--- config.mk ---
export PLATFORM = sky130hd
export DESIGN_NAME = uart_tx
export DESIGN_NICKNAME = d
export VERILOG_FILES = /design/src/uplink_pkg.sv /design/src/uart_tx.sv
export SDC_FILE = /design/constraint.sdc
export NUM_CORES = 1
export LEC_CHECK = 0
export ABC_AREA = 1
export BUFFER_PORTS_ARGS = -buffer_cell sky130_fd_sc_hd__buf_2
export CORE_AREA = 2 2 54 56
export CTS_CLUSTER_DIAMETER = 50
export DETAILED_ROUTE_END_ITERATION = 10
export DIE_AREA = 0 0 56 58
export PLACE_DENSITY = 0.71
export SETUP_SLACK_MARGIN = 0.15
export SLEW_MARGIN = 10
export SYNTH_ARGS = -nofsm -noshare
export SYNTH_HDL_FRONTEND = slang
export SYNTH_SLANG_ARGS = --single-unit
export TNS_END_PERCENT = 10
--- constraint.sdc ---
create_clock -name clk -period 1.9 [get_ports clk]
set_clock_uncertainty 0.2 [all_clocks]
set_input_delay 0.38 -clock clk [delete_from_list [all_inputs] [get_ports clk]]
set_output_delay 0.38 -clock clk [all_outputs]
set_load 0.03 [all_outputs]
--- src/uplink_pkg.sv ---
package uplink_pkg;

  //////////////////////
  // pixel format
  //////////////////////

  // rgb332, red in the top bits as the frame store holds it
  typedef struct packed {
    logic [2:0] red;
    logic [2:0] green;
    logic [1:0] blue;
  } pixel_t;

  // byte order on the wire per pixel
  // green goes first, then blue, then red
  typedef enum logic [1:0] {
    PHASE_GREEN = 2'd0,
    PHASE_BLUE  = 2'd1,
    PHASE_RED   = 2'd2
  } color_phase_t;

  //////////////////////
  // control states
  //////////////////////

  // idle: frame open for writes
  // send: pixels being read and split
  // drain: last bytes still leaving the line
  typedef enum logic [1:0] {
    ST_IDLE  = 2'd0,
    ST_SEND  = 2'd1,
    ST_DRAIN = 2'd2
  } uplink_state_t;

  //////////////////////
  // default sizes
  //////////////////////

  // 640 x 400 frame
  localparam int DEFAULT_NUM_PIXELS = 256000;

  // clocks per serial bit
  localparam int DEFAULT_CLKS_PER_BIT = 352;

  // 18 bits for the default frame
  localparam int ADDR_W = $clog2(DEFAULT_NUM_PIXELS);

endpackage

--- src/uart_tx.sv ---
`timescale 1ns/1ps

module uart_tx #(
  parameter int CLKS_PER_BIT = uplink_pkg::DEFAULT_CLKS_PER_BIT
) (
  input  logic       clk,
  input  logic       uart_reset,
  input  logic       byte_valid,
  input  logic [7:0] byte_data,
  output logic       byte_ready,
  output logic       tx_idle,
  output logic       txd
);

  // wide enough to hold CLKS_PER_BIT - 1
  localparam int TW = $clog2(CLKS_PER_BIT + 1);
  localparam logic [TW-1:0] TIMER_LAST = TW'(CLKS_PER_BIT - 1);
  // start is bit 0, stop is bit 9
  localparam logic [3:0] STOP_IDX = 4'd9;

  logic          active;
  logic [TW-1:0] bit_timer;
  logic [3:0]    bit_idx;
  logic [9:0]    tx_shift;
  logic          bit_end;
  logic          accept;

  //////////////////////
  // byte handshake
  //////////////////////

  // takes a byte only between frames
  assign byte_ready = ~active;
  assign accept     = byte_valid & byte_ready;

  // idle again once the stop bit has run out
  assign tx_idle = ~active;

  //////////////////////
  // line
  //////////////////////

  // line level is the bottom of the shift register
  // ones shift in from the top so the line rests high
  assign txd = tx_shift[0];

  // last clock of the current bit
  assign bit_end = active & (bit_timer == TIMER_LAST);

  //////////////////////
  // bit timer, shifter
  //////////////////////

  always_ff @(posedge clk) begin
    if (uart_reset) begin
      active    <= 1'b0;
      bit_timer <= '0;
      bit_idx   <= '0;
      tx_shift  <= '1;
    end else if (accept) begin
      // stop, data lsb first, start
      // start bit on the line next cycle
      active    <= 1'b1;
      bit_timer <= '0;
      bit_idx   <= '0;
      tx_shift  <= {1'b1, byte_data, 1'b0};
    end else if (active) begin
      if (bit_end) begin
        bit_timer <= '0;
        tx_shift  <= {1'b1, tx_shift[9:1]};
        // done after the stop bit
        if (bit_idx == STOP_IDX) begin
          active <= 1'b0;
        end else begin
          bit_idx <= bit_idx + 1'b1;
        end
      end else begin
        bit_timer <= bit_timer + 1'b1;
      end
    end
  end

endmodule

== Yosys cells after proc, flatten, opt, wreduce, memory -nomap -nowiden ==
Index checks and enable logic that the tools add are counted.
Word-level totals
  bits in registers: 23
  bits of input ports: 11
  output and inout bits: 3
  word-level logic and storage cells: 25
Operators by class
  $add $sub $neg: 2
  eq/ne operators: 2
  mux-type cells: 8
  bitwise gates (word level): 4
  reduce and logical (&&, ||, !) cells: 5
Operators with widths (count)
  9-bit two-way mux: 4
  9-bit by 1-bit adder with 9-bit output, second input constant: 1
  9-bit == test, second input constant: 1
  4-bit by 1-bit adder with 4-bit output, second input constant: 1
  4-bit == test, second input constant: 1
  1-bit two-way mux: 4
  2-bit nonzero test: 2
  3-bit AND reduction: 1
  1-bit AND: 2
  1-bit NOT: 2
  2-bit AND reduction: 1
  2-bit OR reduction: 1

== Longest topological paths before layout ==
Gate-level depths: netlist of run 1.
  depth in word-level cells: 5
  depth in mapped cells: 9

== Worst setup path before layout of run 1 ==
OpenSTA, ideal clock, no wires.
  path type: register -> register
  from: register bit_timer[0]
  to: register bit_timer[5]
  setup time: 115 ps
  arrival time: 1115 ps
  path slack: 470 ps
  cell stages (with the launch flop): 9
  cells stage by stage: dfxtp_1 -> ha_1 -> nand3_4 -> nor2_4 -> nand2_4 -> nand2_8 -> inv_6 -> nand2_4 -> nor2_2
On the way
  word-level cells in the longest chain between the ends: 3
  elaborated cells between the ends (all ways): 4
  classes of those cells: add/sub: 1; eq/ne: 1; mux: 1; bitwise: 1
RTL lines
  start, declared: line uart_tx.sv:22  | logic [TW-1:0] bit_timer;
  start signal, assigned: line uart_tx.sv:78  | bit_timer <= bit_timer + 1'b1;
  branches (longest 2 deep; another with 9-bit by 1-bit adder with 9-bit output)
  9-bit two-way mux *: line uart_tx.sv:68  | if (bit_end) begin
Every way passes the cells marked *.
A chain may end at the register's enable or synchronous reset.

== Worst setup path after layout of run 1 ==
  from: register bit_timer[0]
  to: register bit_timer[6]
The elaborated chain is that of the path after synthesis.

==> impl_metrics.env, run 1 <==
export IMPL_status="finished clean"
export IMPL_ys_seq_area_share_pct=36.6
export IMPL_area_delta_synth_final_pct=9.64
export IMPL_crit_top_cell="nand2_4"
export IMPL_synth_top_area_share_pct=36.6
export IMPL_min_period_ns=1.71
export IMPL_first_global_vias=943
export IMPL_worst_pin_slew_ns=0.306
export IMPL_timing_rr_end="bit_timer[6]"
export IMPL_num_rows=19
export IMPL_initial_utilization_pct=47.3
export IMPL_placed_cell_area_um2=1320
export IMPL_drtIter0Drc=26
export IMPL_ff2ff_path_depth=8
export IMPL_wl_per_cell_um=10.8
export IMPL_p_per_area_nw_per_um2=626
export IMPL_holdCritPathClass="primary input to flip-flop"
export IMPL_syn_cell_area_um2=1260
export IMPL_max_slew_margin_pct=79.4
export IMPL_dieArea_um2=3250
export IMPL_final_util_pct=51.8
export IMPL_syn_nets=180
export IMPL_drive_gt1_share_pct=23.0
export IMPL_final_cell_mix="nand2_1 (53), dfxtp_1 (22), nand3_1 (17)"
export IMPL_viasPerCell=5.03
export IMPL_cp_arrival_ns=1.73
export IMPL_critPathRequiredTime_ns=1.91
export IMPL_cts_sinks=23
export IMPL_gp_congestion=0.811
export IMPL_globalRouteOverflowTotal=0
export IMPL_synth_area_leaders="dfxtp_1 (37%), nand2_1 (16%), nand3_1 (6.8%)"
export IMPL_wirelength_um=2320
export IMPL_finalNetCount=198
export IMPL_r2r_start="bit_timer[0]"
export IMPL_root_buffer="clkbuf_4"
export IMPL_final_area_um2=1380
export IMPL_io_pins=14
export IMPL_grt_setup_unrepaired="yes"
export IMPL_core_area_um2=2660
export IMPL_fp_dieH_um=58
export IMPL_max_cap_violations=0
export IMPL_clk_insertion_delay_late_ns=0.31
export IMPL_clockBufferDepth=2
export IMPL_worstSetupEndpoint="bit_timer[6]"
export IMPL_num_antenna_cells=0
export IMPL_end_kind="flip-flop"
export IMPL_layout_commonest_cell="nand2_1"
export IMPL_drtPass1Iterations=4
export IMPL_hpwlAfterDp_um=1680
export IMPL_worstPathCellList="ha_1, nand3_4, nor2_4, nand2_4, nand2_8, inv_6, nand2_4, nor2_2"
export IMPL_setup_viol=0
export IMPL_rrSetupSlack_ns=0.19
export IMPL_cp_max_fo=7
export IMPL_start_kind="flip-flop"
export IMPL_antenna_found_initial=0
export IMPL_route_vias_total=1076
export IMPL_drv_slew=0
export IMPL_hold_viol=0
export IMPL_port_buffer_count=13
export IMPL_postSynthAreaPerCell_um2=7.58
export IMPL_cts_made_buffers=3
export IMPL_setup_ws_ns=0.185
export IMPL_netlist_instances=166
export IMPL_cpPeakStageDelay_ns=0.41
export IMPL_yosys_register_bits=23
export IMPL_pre_cts_ws_ns=0.195
export IMPL_tritoncts="built"
export IMPL_max_freq_mhz=583
export IMPL_die_w_um=56
export IMPL_drcViolationCount=0
export IMPL_yosys_warnings=0
export IMPL_hold_buffers=0
export IMPL_setup_tns_ns=0
export IMPL_worstSetupPathType="flip-flop to flip-flop"
export IMPL_grt_start_max_net_pins=15
export IMPL_hp_start="uart_reset"
export IMPL_p_leak_nw=0.609
export IMPL_finalCritPeriodShare_pct=90.3
export IMPL_htree_levels=1
export IMPL_ir_drop_v=0.000430
export IMPL_grt_use_total_pct=14.9
export IMPL_cp_slowest_cell="dfxtp_1"
export IMPL_ant_nets=0
export IMPL_synthDistinctLibCells=26
export IMPL_cp_startpoint="bit_timer[0]"
export IMPL_yosysTopAreaCell="dfxtp_1"
export IMPL_grt_pass1_wl_um=3840
export IMPL_cts_clk_slew_worst_paths_ns=0.13
[cells by family (layout without fill, tap and decap cells)]
kind of cell,Yosys count,after routing,synth area share (%)
XOR/XNOR,3,3,2.09
flip-flops,23,23,36.6
buffers and inverters,22,39,9.54
adder cells (fa/ha/maj),3,3,2.98
AO/OA/AOI/OAI,10,10,3.98
AND/OR/NAND/NOR,105,105,44.8
[cell usage after synthesis]
library cell,count
nand4_1,12
a21oi_1,9
nor3b_1,1
nor3_1,1
nor2_1,6
ha_1,3
clkinv_1,1
buf_6,3
nand2_1,53
nand2_2,1
nand2_8,1
nor2_4,2
inv_6,1
nor2_8,1
nor2_2,4
inv_2,3
nand3b_1,1
inv_4,1
nand3_1,17
dfxtp_1,23
nand2_4,3
nand3_4,2
inv_1,11
o21ai_1,1
xor2_1,3
buf_4,2
[stage by stage]
stage	total power, mW	instances	hold slack [ns]
3_3_place_gp	0.646	206	0.247
3_5_place_dp	0.648	206	0.250
4_1_cts	0.872	210	0.0682
5_1_grt	0.911	214	0.0576
6_report	0.864	214	0.0676
2_1_floorplan	0.620	166	0.229
[state kept, by name (all words and copies together), names as in the netlist]
name and cells:
bit_idx 4, active 1, tx_shift 9, bit_timer 9
[layout make-up]
type,count,area [µm²]
clock buffer,3,22.5
sequential,23,462
fill,259,1280
clock inverter,1,5.00
inverter,17,71.3
timing repair buffer,18,103
tap,31,38.8
multi-input combinational,121,678
[where the power goes]
| part | switching (mW) | internal, mW | leakage, nW |
|---|---|---|---|
| registers | 0.0142 | 0.503 | 0.188 |
| logic | 0.0774 | 0.0438 | 0.403 |
| clock network | 0.147 | 0.0786 | 0.0177 |
[worst min-delay path by stage]
stage | slack (ns) | to | cells past startpoint
3_3_place_gp | 0.25 | tx_shift[1] | 2
2_1_floorplan | 0.23 | tx_shift[2] | 2
5_1_grt | 0.06 | active | 2
3_5_place_dp | 0.25 | tx_shift[2] | 2
6_report | 0.07 | active | 2
4_1_cts | 0.07 | active | 2
[timing repair]
item,4_1_cts,5_1_grt
endpoints found under the setup margin,0,17
setup buffers,0,4
resized for setup,0,1
[critical path, delay by kind of cell (launching register included)]
family / cells / cell delay (ns)
adders and majority gates: 1 / 0.27
DFF: 1 / 0.41
buffers and inverters: 1 / 0.05
and+or+nand+nor: 6 / 0.68
[per-layer routing]
metal / global-route usage (%) / share of wire [%] / vias up
met4: 7.14 / 0.60 / 0
li1: - / - / 573
met1: 17.9 / 47 / 489
met3: 2.01 / 2.2 / 2
met2: 26.2 / 50 / 12
met5: 0 / 0 / -
(Power assumes the default switching activity.)
==> run 2: changes to the inputs <==
--- a/config.mk
+++ b/config.mk
@@ -11,6 +11,7 @@
 export CTS_CLUSTER_DIAMETER = 50
 export DETAILED_ROUTE_END_ITERATION = 10
 export DIE_AREA = 0 0 56 58
+export HOLD_SLACK_MARGIN = 0.15
 export PLACE_DENSITY = 0.71
 export SETUP_SLACK_MARGIN = 0.15
 export SLEW_MARGIN = 10
==> impl_metrics.env, run 2 (same netlist as run 1, synthesis figures left out) <==
export IMPL_setup_viol=0
export IMPL_drtIter0Drc=27
export IMPL_max_freq_mhz=582
export IMPL_start_kind="flip-flop"
export IMPL_root_buffer="clkbuf_4"
export IMPL_timing_hold_ws_ns=0.160
export IMPL_worst_pin_slew_ns=0.312
export IMPL_multi_input_area_um2=678
export IMPL_ff2ff_path_depth=8
export IMPL_critPathRequiredTime_ns=1.91
export IMPL_first_global_vias=965
export IMPL_min_to="tx_shift[7]"
export IMPL_die_w_um=56
export IMPL_p_leak_nw=0.626
export IMPL_min_path_cells=5
export IMPL_grt_setup_unrepaired="yes"
export IMPL_area_delta_synth_final_pct=12.8
export IMPL_cts_made_buffers=3
export IMPL_setup_tns_ns=0
export IMPL_hold_viol=0
export IMPL_hpwlAfterDp_um=1680
export IMPL_max_cap_violations=0
export IMPL_clockBufferDepth=2
export IMPL_clk_insertion_delay_late_ns=0.31
export IMPL_antenna_found_initial=0
export IMPL_ff_latch_area_um2=462
export IMPL_top_regs="bit_timer x9, tx_shift x9, bit_idx x4"
export IMPL_cp_max_fo=7
export IMPL_p_per_area_nw_per_um2=612
export IMPL_grt_use_total_pct=15.1
export IMPL_rrSetupSlack_ns=0.18
export IMPL_final_cell_mix="nand2_1 (53), dfxtp_1 (22), nand3_1 (17)"
export IMPL_drcViolationCount=0
export IMPL_fillers=253
export IMPL_min_period_ns=1.72
export IMPL_status="finished clean"
export IMPL_holdCritPathClass="primary input to flip-flop"
export IMPL_drive_gt1_share_pct=22.5
export IMPL_port_buffer_count=13
export IMPL_ir_drop_v=0.000430
export IMPL_wirelength_um=2350
export IMPL_grt_pass1_wl_um=3930
export IMPL_finalNetCount=202
export IMPL_globalRouteOverflowTotal=0
export IMPL_num_rows=19
export IMPL_num_antenna_cells=0
export IMPL_worstSetupPathType="flip-flop to flip-flop"
export IMPL_max_slew_margin_pct=79.1
export IMPL_dieArea_um2=3250
export IMPL_viasPerCell=5.04
export IMPL_r2r_start="bit_timer[0]"
export IMPL_hp_start="byte_data[6]"
export IMPL_initial_utilization_pct=47.3
export IMPL_io_pins=14
export IMPL_drtPass1Iterations=4
export IMPL_ant_nets=0
export IMPL_fp_dieH_um=58
export IMPL_finalCritPeriodShare_pct=90.5
export IMPL_gp_congestion=0.811
export IMPL_cp_arrival_ns=1.73
export IMPL_grt_start_max_net_pins=15
export IMPL_tritoncts="built"
export IMPL_layout_commonest_cell="nand2_1"
export IMPL_wl_per_cell_um=10.8
export IMPL_end_kind="flip-flop"
export IMPL_core_area_um2=2660
export IMPL_cts_clk_slew_worst_paths_ns=0.13
export IMPL_cts_sinks=23
export IMPL_drv_slew=0
export IMPL_timing_rr_end="bit_timer[6]"
export IMPL_route_vias_total=1099
export IMPL_htree_levels=1
run 2: cell types whose count changed in the layout (fill, tap and decap cells not counted), sizes merged:
cell / change
dlygate4sd3: +4
run 2: metrics by stage:
step / setup WS [ns] / instance area [µm²] / util [%] / total power, mW / cells
global placement: 0.256 / 1320 / 49.6 / 0.646 / 206
CTS: 0.153 / 1390 / 52.2 / 0.878 / 214
detailed placement: 0.195 / 1320 / 49.6 / 0.648 / 206
global route: 0.0848 / 1420 / 53.3 / 0.917 / 218
finish: 0.180 / 1420 / 53.3 / 0.869 / 218
floorplan: 0.470 / 1260 / - / 0.620 / 166
run 2: power breakdown:
group          switching [mW]  leakage (nW)  internal (mW)
combinational          0.0790         0.420         0.0492
sequential             0.0141         0.188          0.503
clock                   0.145        0.0177         0.0786
total                   0.238         0.626          0.631
run 2: how the worst max path moves through the flow:
stage	startpoint	endpoint	slack (ns)	cells after the start
global route	bit_timer[0]	tx_shift[1]	0.08	8
floorplan	bit_timer[0]	bit_timer[5]	0.47	8
CTS	active	tx_idle	0.15	2
detailed placement	bit_timer[0]	tx_shift[4]	0.19	8
global placement	bit_timer[0]	tx_shift[0]	0.26	8
finish	bit_timer[0]	bit_timer[6]	0.18	8
run 2: worst max-delay path, cell delays in order (launching register included):
cell and delay [ns]:
dfxtp_1 0.41, ha_1 0.27, nand3_4 0.11, nor2_4 0.22, nand2_4 0.12, nand2_8 0.10
inv_6 0.05, nand2_4 0.08, nor2_2 0.05
run 2: repair_timing:
item | CTS | global route
setup buffers | 0 | 4
gates resized for setup | 0 | 1
hold buffers | 4 | 0
endpoints found under the setup margin | 0 | 17
hold endpoints to repair | 5 | 0
run 2: final cells by class:
cell class | count | share of cell area [%]
clock buffers | 3 | 1.59
clock inverters | 1 | 0.352
inverters | 17 | 5.02
multi-input cells | 121 | 47.8
flip-flops and latches | 23 | 32.5
well taps | 31 | 2.73
repair buffers | 22 | 10.0
run 2: metal layers:
metal / GRT usage (%) / up-vias / routed length, µm
li1: - / 581 / -
met1: 18.2 / 500 / 1080
met2: 26.9 / 16 / 1190
met3: 2.01 / 2 / 55
met4: 7.14 / 0 / 14
met5: 0 / - / 0
==> run 3: changes to the inputs <==
--- a/config.mk
+++ b/config.mk
@@ -12,7 +12,7 @@
 export DETAILED_ROUTE_END_ITERATION = 10
 export DIE_AREA = 0 0 56 58
 export HOLD_SLACK_MARGIN = 0.15
-export PLACE_DENSITY = 0.71
+export PLACE_DENSITY = 0.77
 export SETUP_SLACK_MARGIN = 0.15
 export SLEW_MARGIN = 10
 export SYNTH_ARGS = -nofsm -noshare
==> impl_metrics.env, run 3 (same netlist as run 1, synthesis figures left out) <==
export IMPL_drtIter0Drc=30
export IMPL_finalNetCount=204
export IMPL_grt_setup_unrepaired="no"
export IMPL_setup_viol=0
export IMPL_top_regs="bit_timer x9, tx_shift x9, bit_idx x4"
export IMPL_first_global_vias=1057
export IMPL_setup_tns_ns=0
export IMPL_r2r_start="bit_timer[1]"
export IMPL_cp_max_fo=9
export IMPL_htree_levels=1
export IMPL_cts_clk_slew_worst_paths_ns=0.12
export IMPL_max_slew_margin_pct=78.9
export IMPL_wl_per_cell_um=11.1
export IMPL_max_cap_violations=0
export IMPL_finalCritPeriodShare_pct=86.3
export IMPL_worstSetupPathType="flip-flop to output pin"
export IMPL_hp_start="byte_data[3]"
export IMPL_area_delta_synth_final_pct=14.0
export IMPL_grt_use_total_pct=16.3
export IMPL_worstPathCellList="inv_2, buf_2"
export IMPL_gp_congestion=0.755
export IMPL_cp_startpoint="active"
export IMPL_root_buffer="clkbuf_4"
export IMPL_viasPerCell=5.11
export IMPL_final_area_um2=1440
export IMPL_io_pins=14
export IMPL_layout_commonest_cell="nand2_1"
export IMPL_holdCritPathClass="primary input to flip-flop"
export IMPL_drv_slew=0
export IMPL_die_w_um=56
export IMPL_final_cell_mix="nand2_1 (53), dfxtp_1 (22), nand3_1 (17)"
export IMPL_cpPeakStageDelay_ns=0.46
export IMPL_clockBufferDepth=2
export IMPL_max_freq_mhz=610
export IMPL_placed_cell_area_um2=1310
export IMPL_antenna_found_initial=0
export IMPL_ant_nets=0
export IMPL_num_rows=19
export IMPL_grt_pass1_wl_um=4240
export IMPL_cts_sinks=23
export IMPL_min_path_cells=5
export IMPL_p_leak_nw=0.628
export IMPL_ir_drop_v=0.000491
export IMPL_cp_slowest_cell="dfxtp_2"
export IMPL_fp_dieH_um=58
export IMPL_globalRouteOverflowTotal=0
export IMPL_final_util_pct=53.9
export IMPL_drcViolationCount=0
export IMPL_port_buffer_count=13
export IMPL_hpwlAfterDp_um=1780
export IMPL_wirelength_um=2450
export IMPL_p_per_area_nw_per_um2=607
export IMPL_initial_utilization_pct=47.3
export IMPL_tritoncts="built"
export IMPL_min_to="tx_shift[4]"
export IMPL_drtPass1Iterations=4
export IMPL_critPathRequiredTime_ns=1.32
export IMPL_drive_gt1_share_pct=22.2
export IMPL_status="finished clean"
export IMPL_dieArea_um2=3250
export IMPL_cp_arrival_ns=1.06
export IMPL_num_antenna_cells=0
export IMPL_cts_made_buffers=3
export IMPL_timing_rr_end="bit_idx[1]"
export IMPL_ff2ff_path_depth=6
export IMPL_core_area_um2=2660
export IMPL_grt_start_max_net_pins=15
export IMPL_start_kind="flip-flop"
export IMPL_min_period_ns=1.64
export IMPL_end_kind="output pin"
export IMPL_hold_viol=0
export IMPL_rrSetupSlack_ns=0.27
export IMPL_worst_pin_slew_ns=0.315
export IMPL_route_vias_total=1125
export IMPL_clk_insertion_delay_late_ns=0.32
==> run 3: critical path, delay by kind of cell (launching register included) <==
family                 cells  cell delay (ns)
buffers and inverters      2             0.29
flip-flops                 1             0.46
==> run 3: per-stage QoR <==
step	cells	power [mW]	hold slack, ns	setup WS, ns
finish	220	0.872	0.167	0.260
detailed placement	205	0.645	0.244	0.208
global placement	205	0.643	0.245	0.248
CTS	214	0.881	0.163	0.193
floorplan	166	0.620	0.229	0.470
global route	220	0.917	0.176	0.166
==> run 3: final cells by class <==
cell class	count	area, µm²
clock buffer	4	26.3
fill	271	1230
inverter	17	71.3
multi-input combinational	122	684
sequential	23	462
tap	31	38.8
timing repair buffer	23	153
==> run 3: worst max-delay path by stage <==
stage | endpoint | slack [ns]
finish | byte_ready | 0.26
global route | tx_shift[0] | 0.17
CTS | bit_timer[6] | 0.19
detailed placement | bit_timer[6] | 0.21
global placement | tx_shift[0] | 0.25
floorplan | bit_timer[5] | 0.47
==> run 3: power by group <==
group / total [mW] / switching [mW] / internal, mW
Combinational: 0.124 / 0.0760 / 0.0483
Clock: 0.230 / 0.147 / 0.0823
Sequential: 0.518 / 0.0146 / 0.503
Total: 0.872 / 0.238 / 0.633
==> run 3: routing by layer <==
layer	global-route usage [%]	wire length (µm)
met4	6.80	48
met2	30.4	1290
met1	18.5	1020
met3	2.46	95
met5	0	0
==> run 3: repair_timing <==
item	in CTS	in global routing
buffers inserted	0	5
endpoints found under the hold margin	6	0
pin swaps	0	1
setup endpoints to repair	2	14
resized for setup	1	0
hold buffers	5	0
gates cloned	0	1
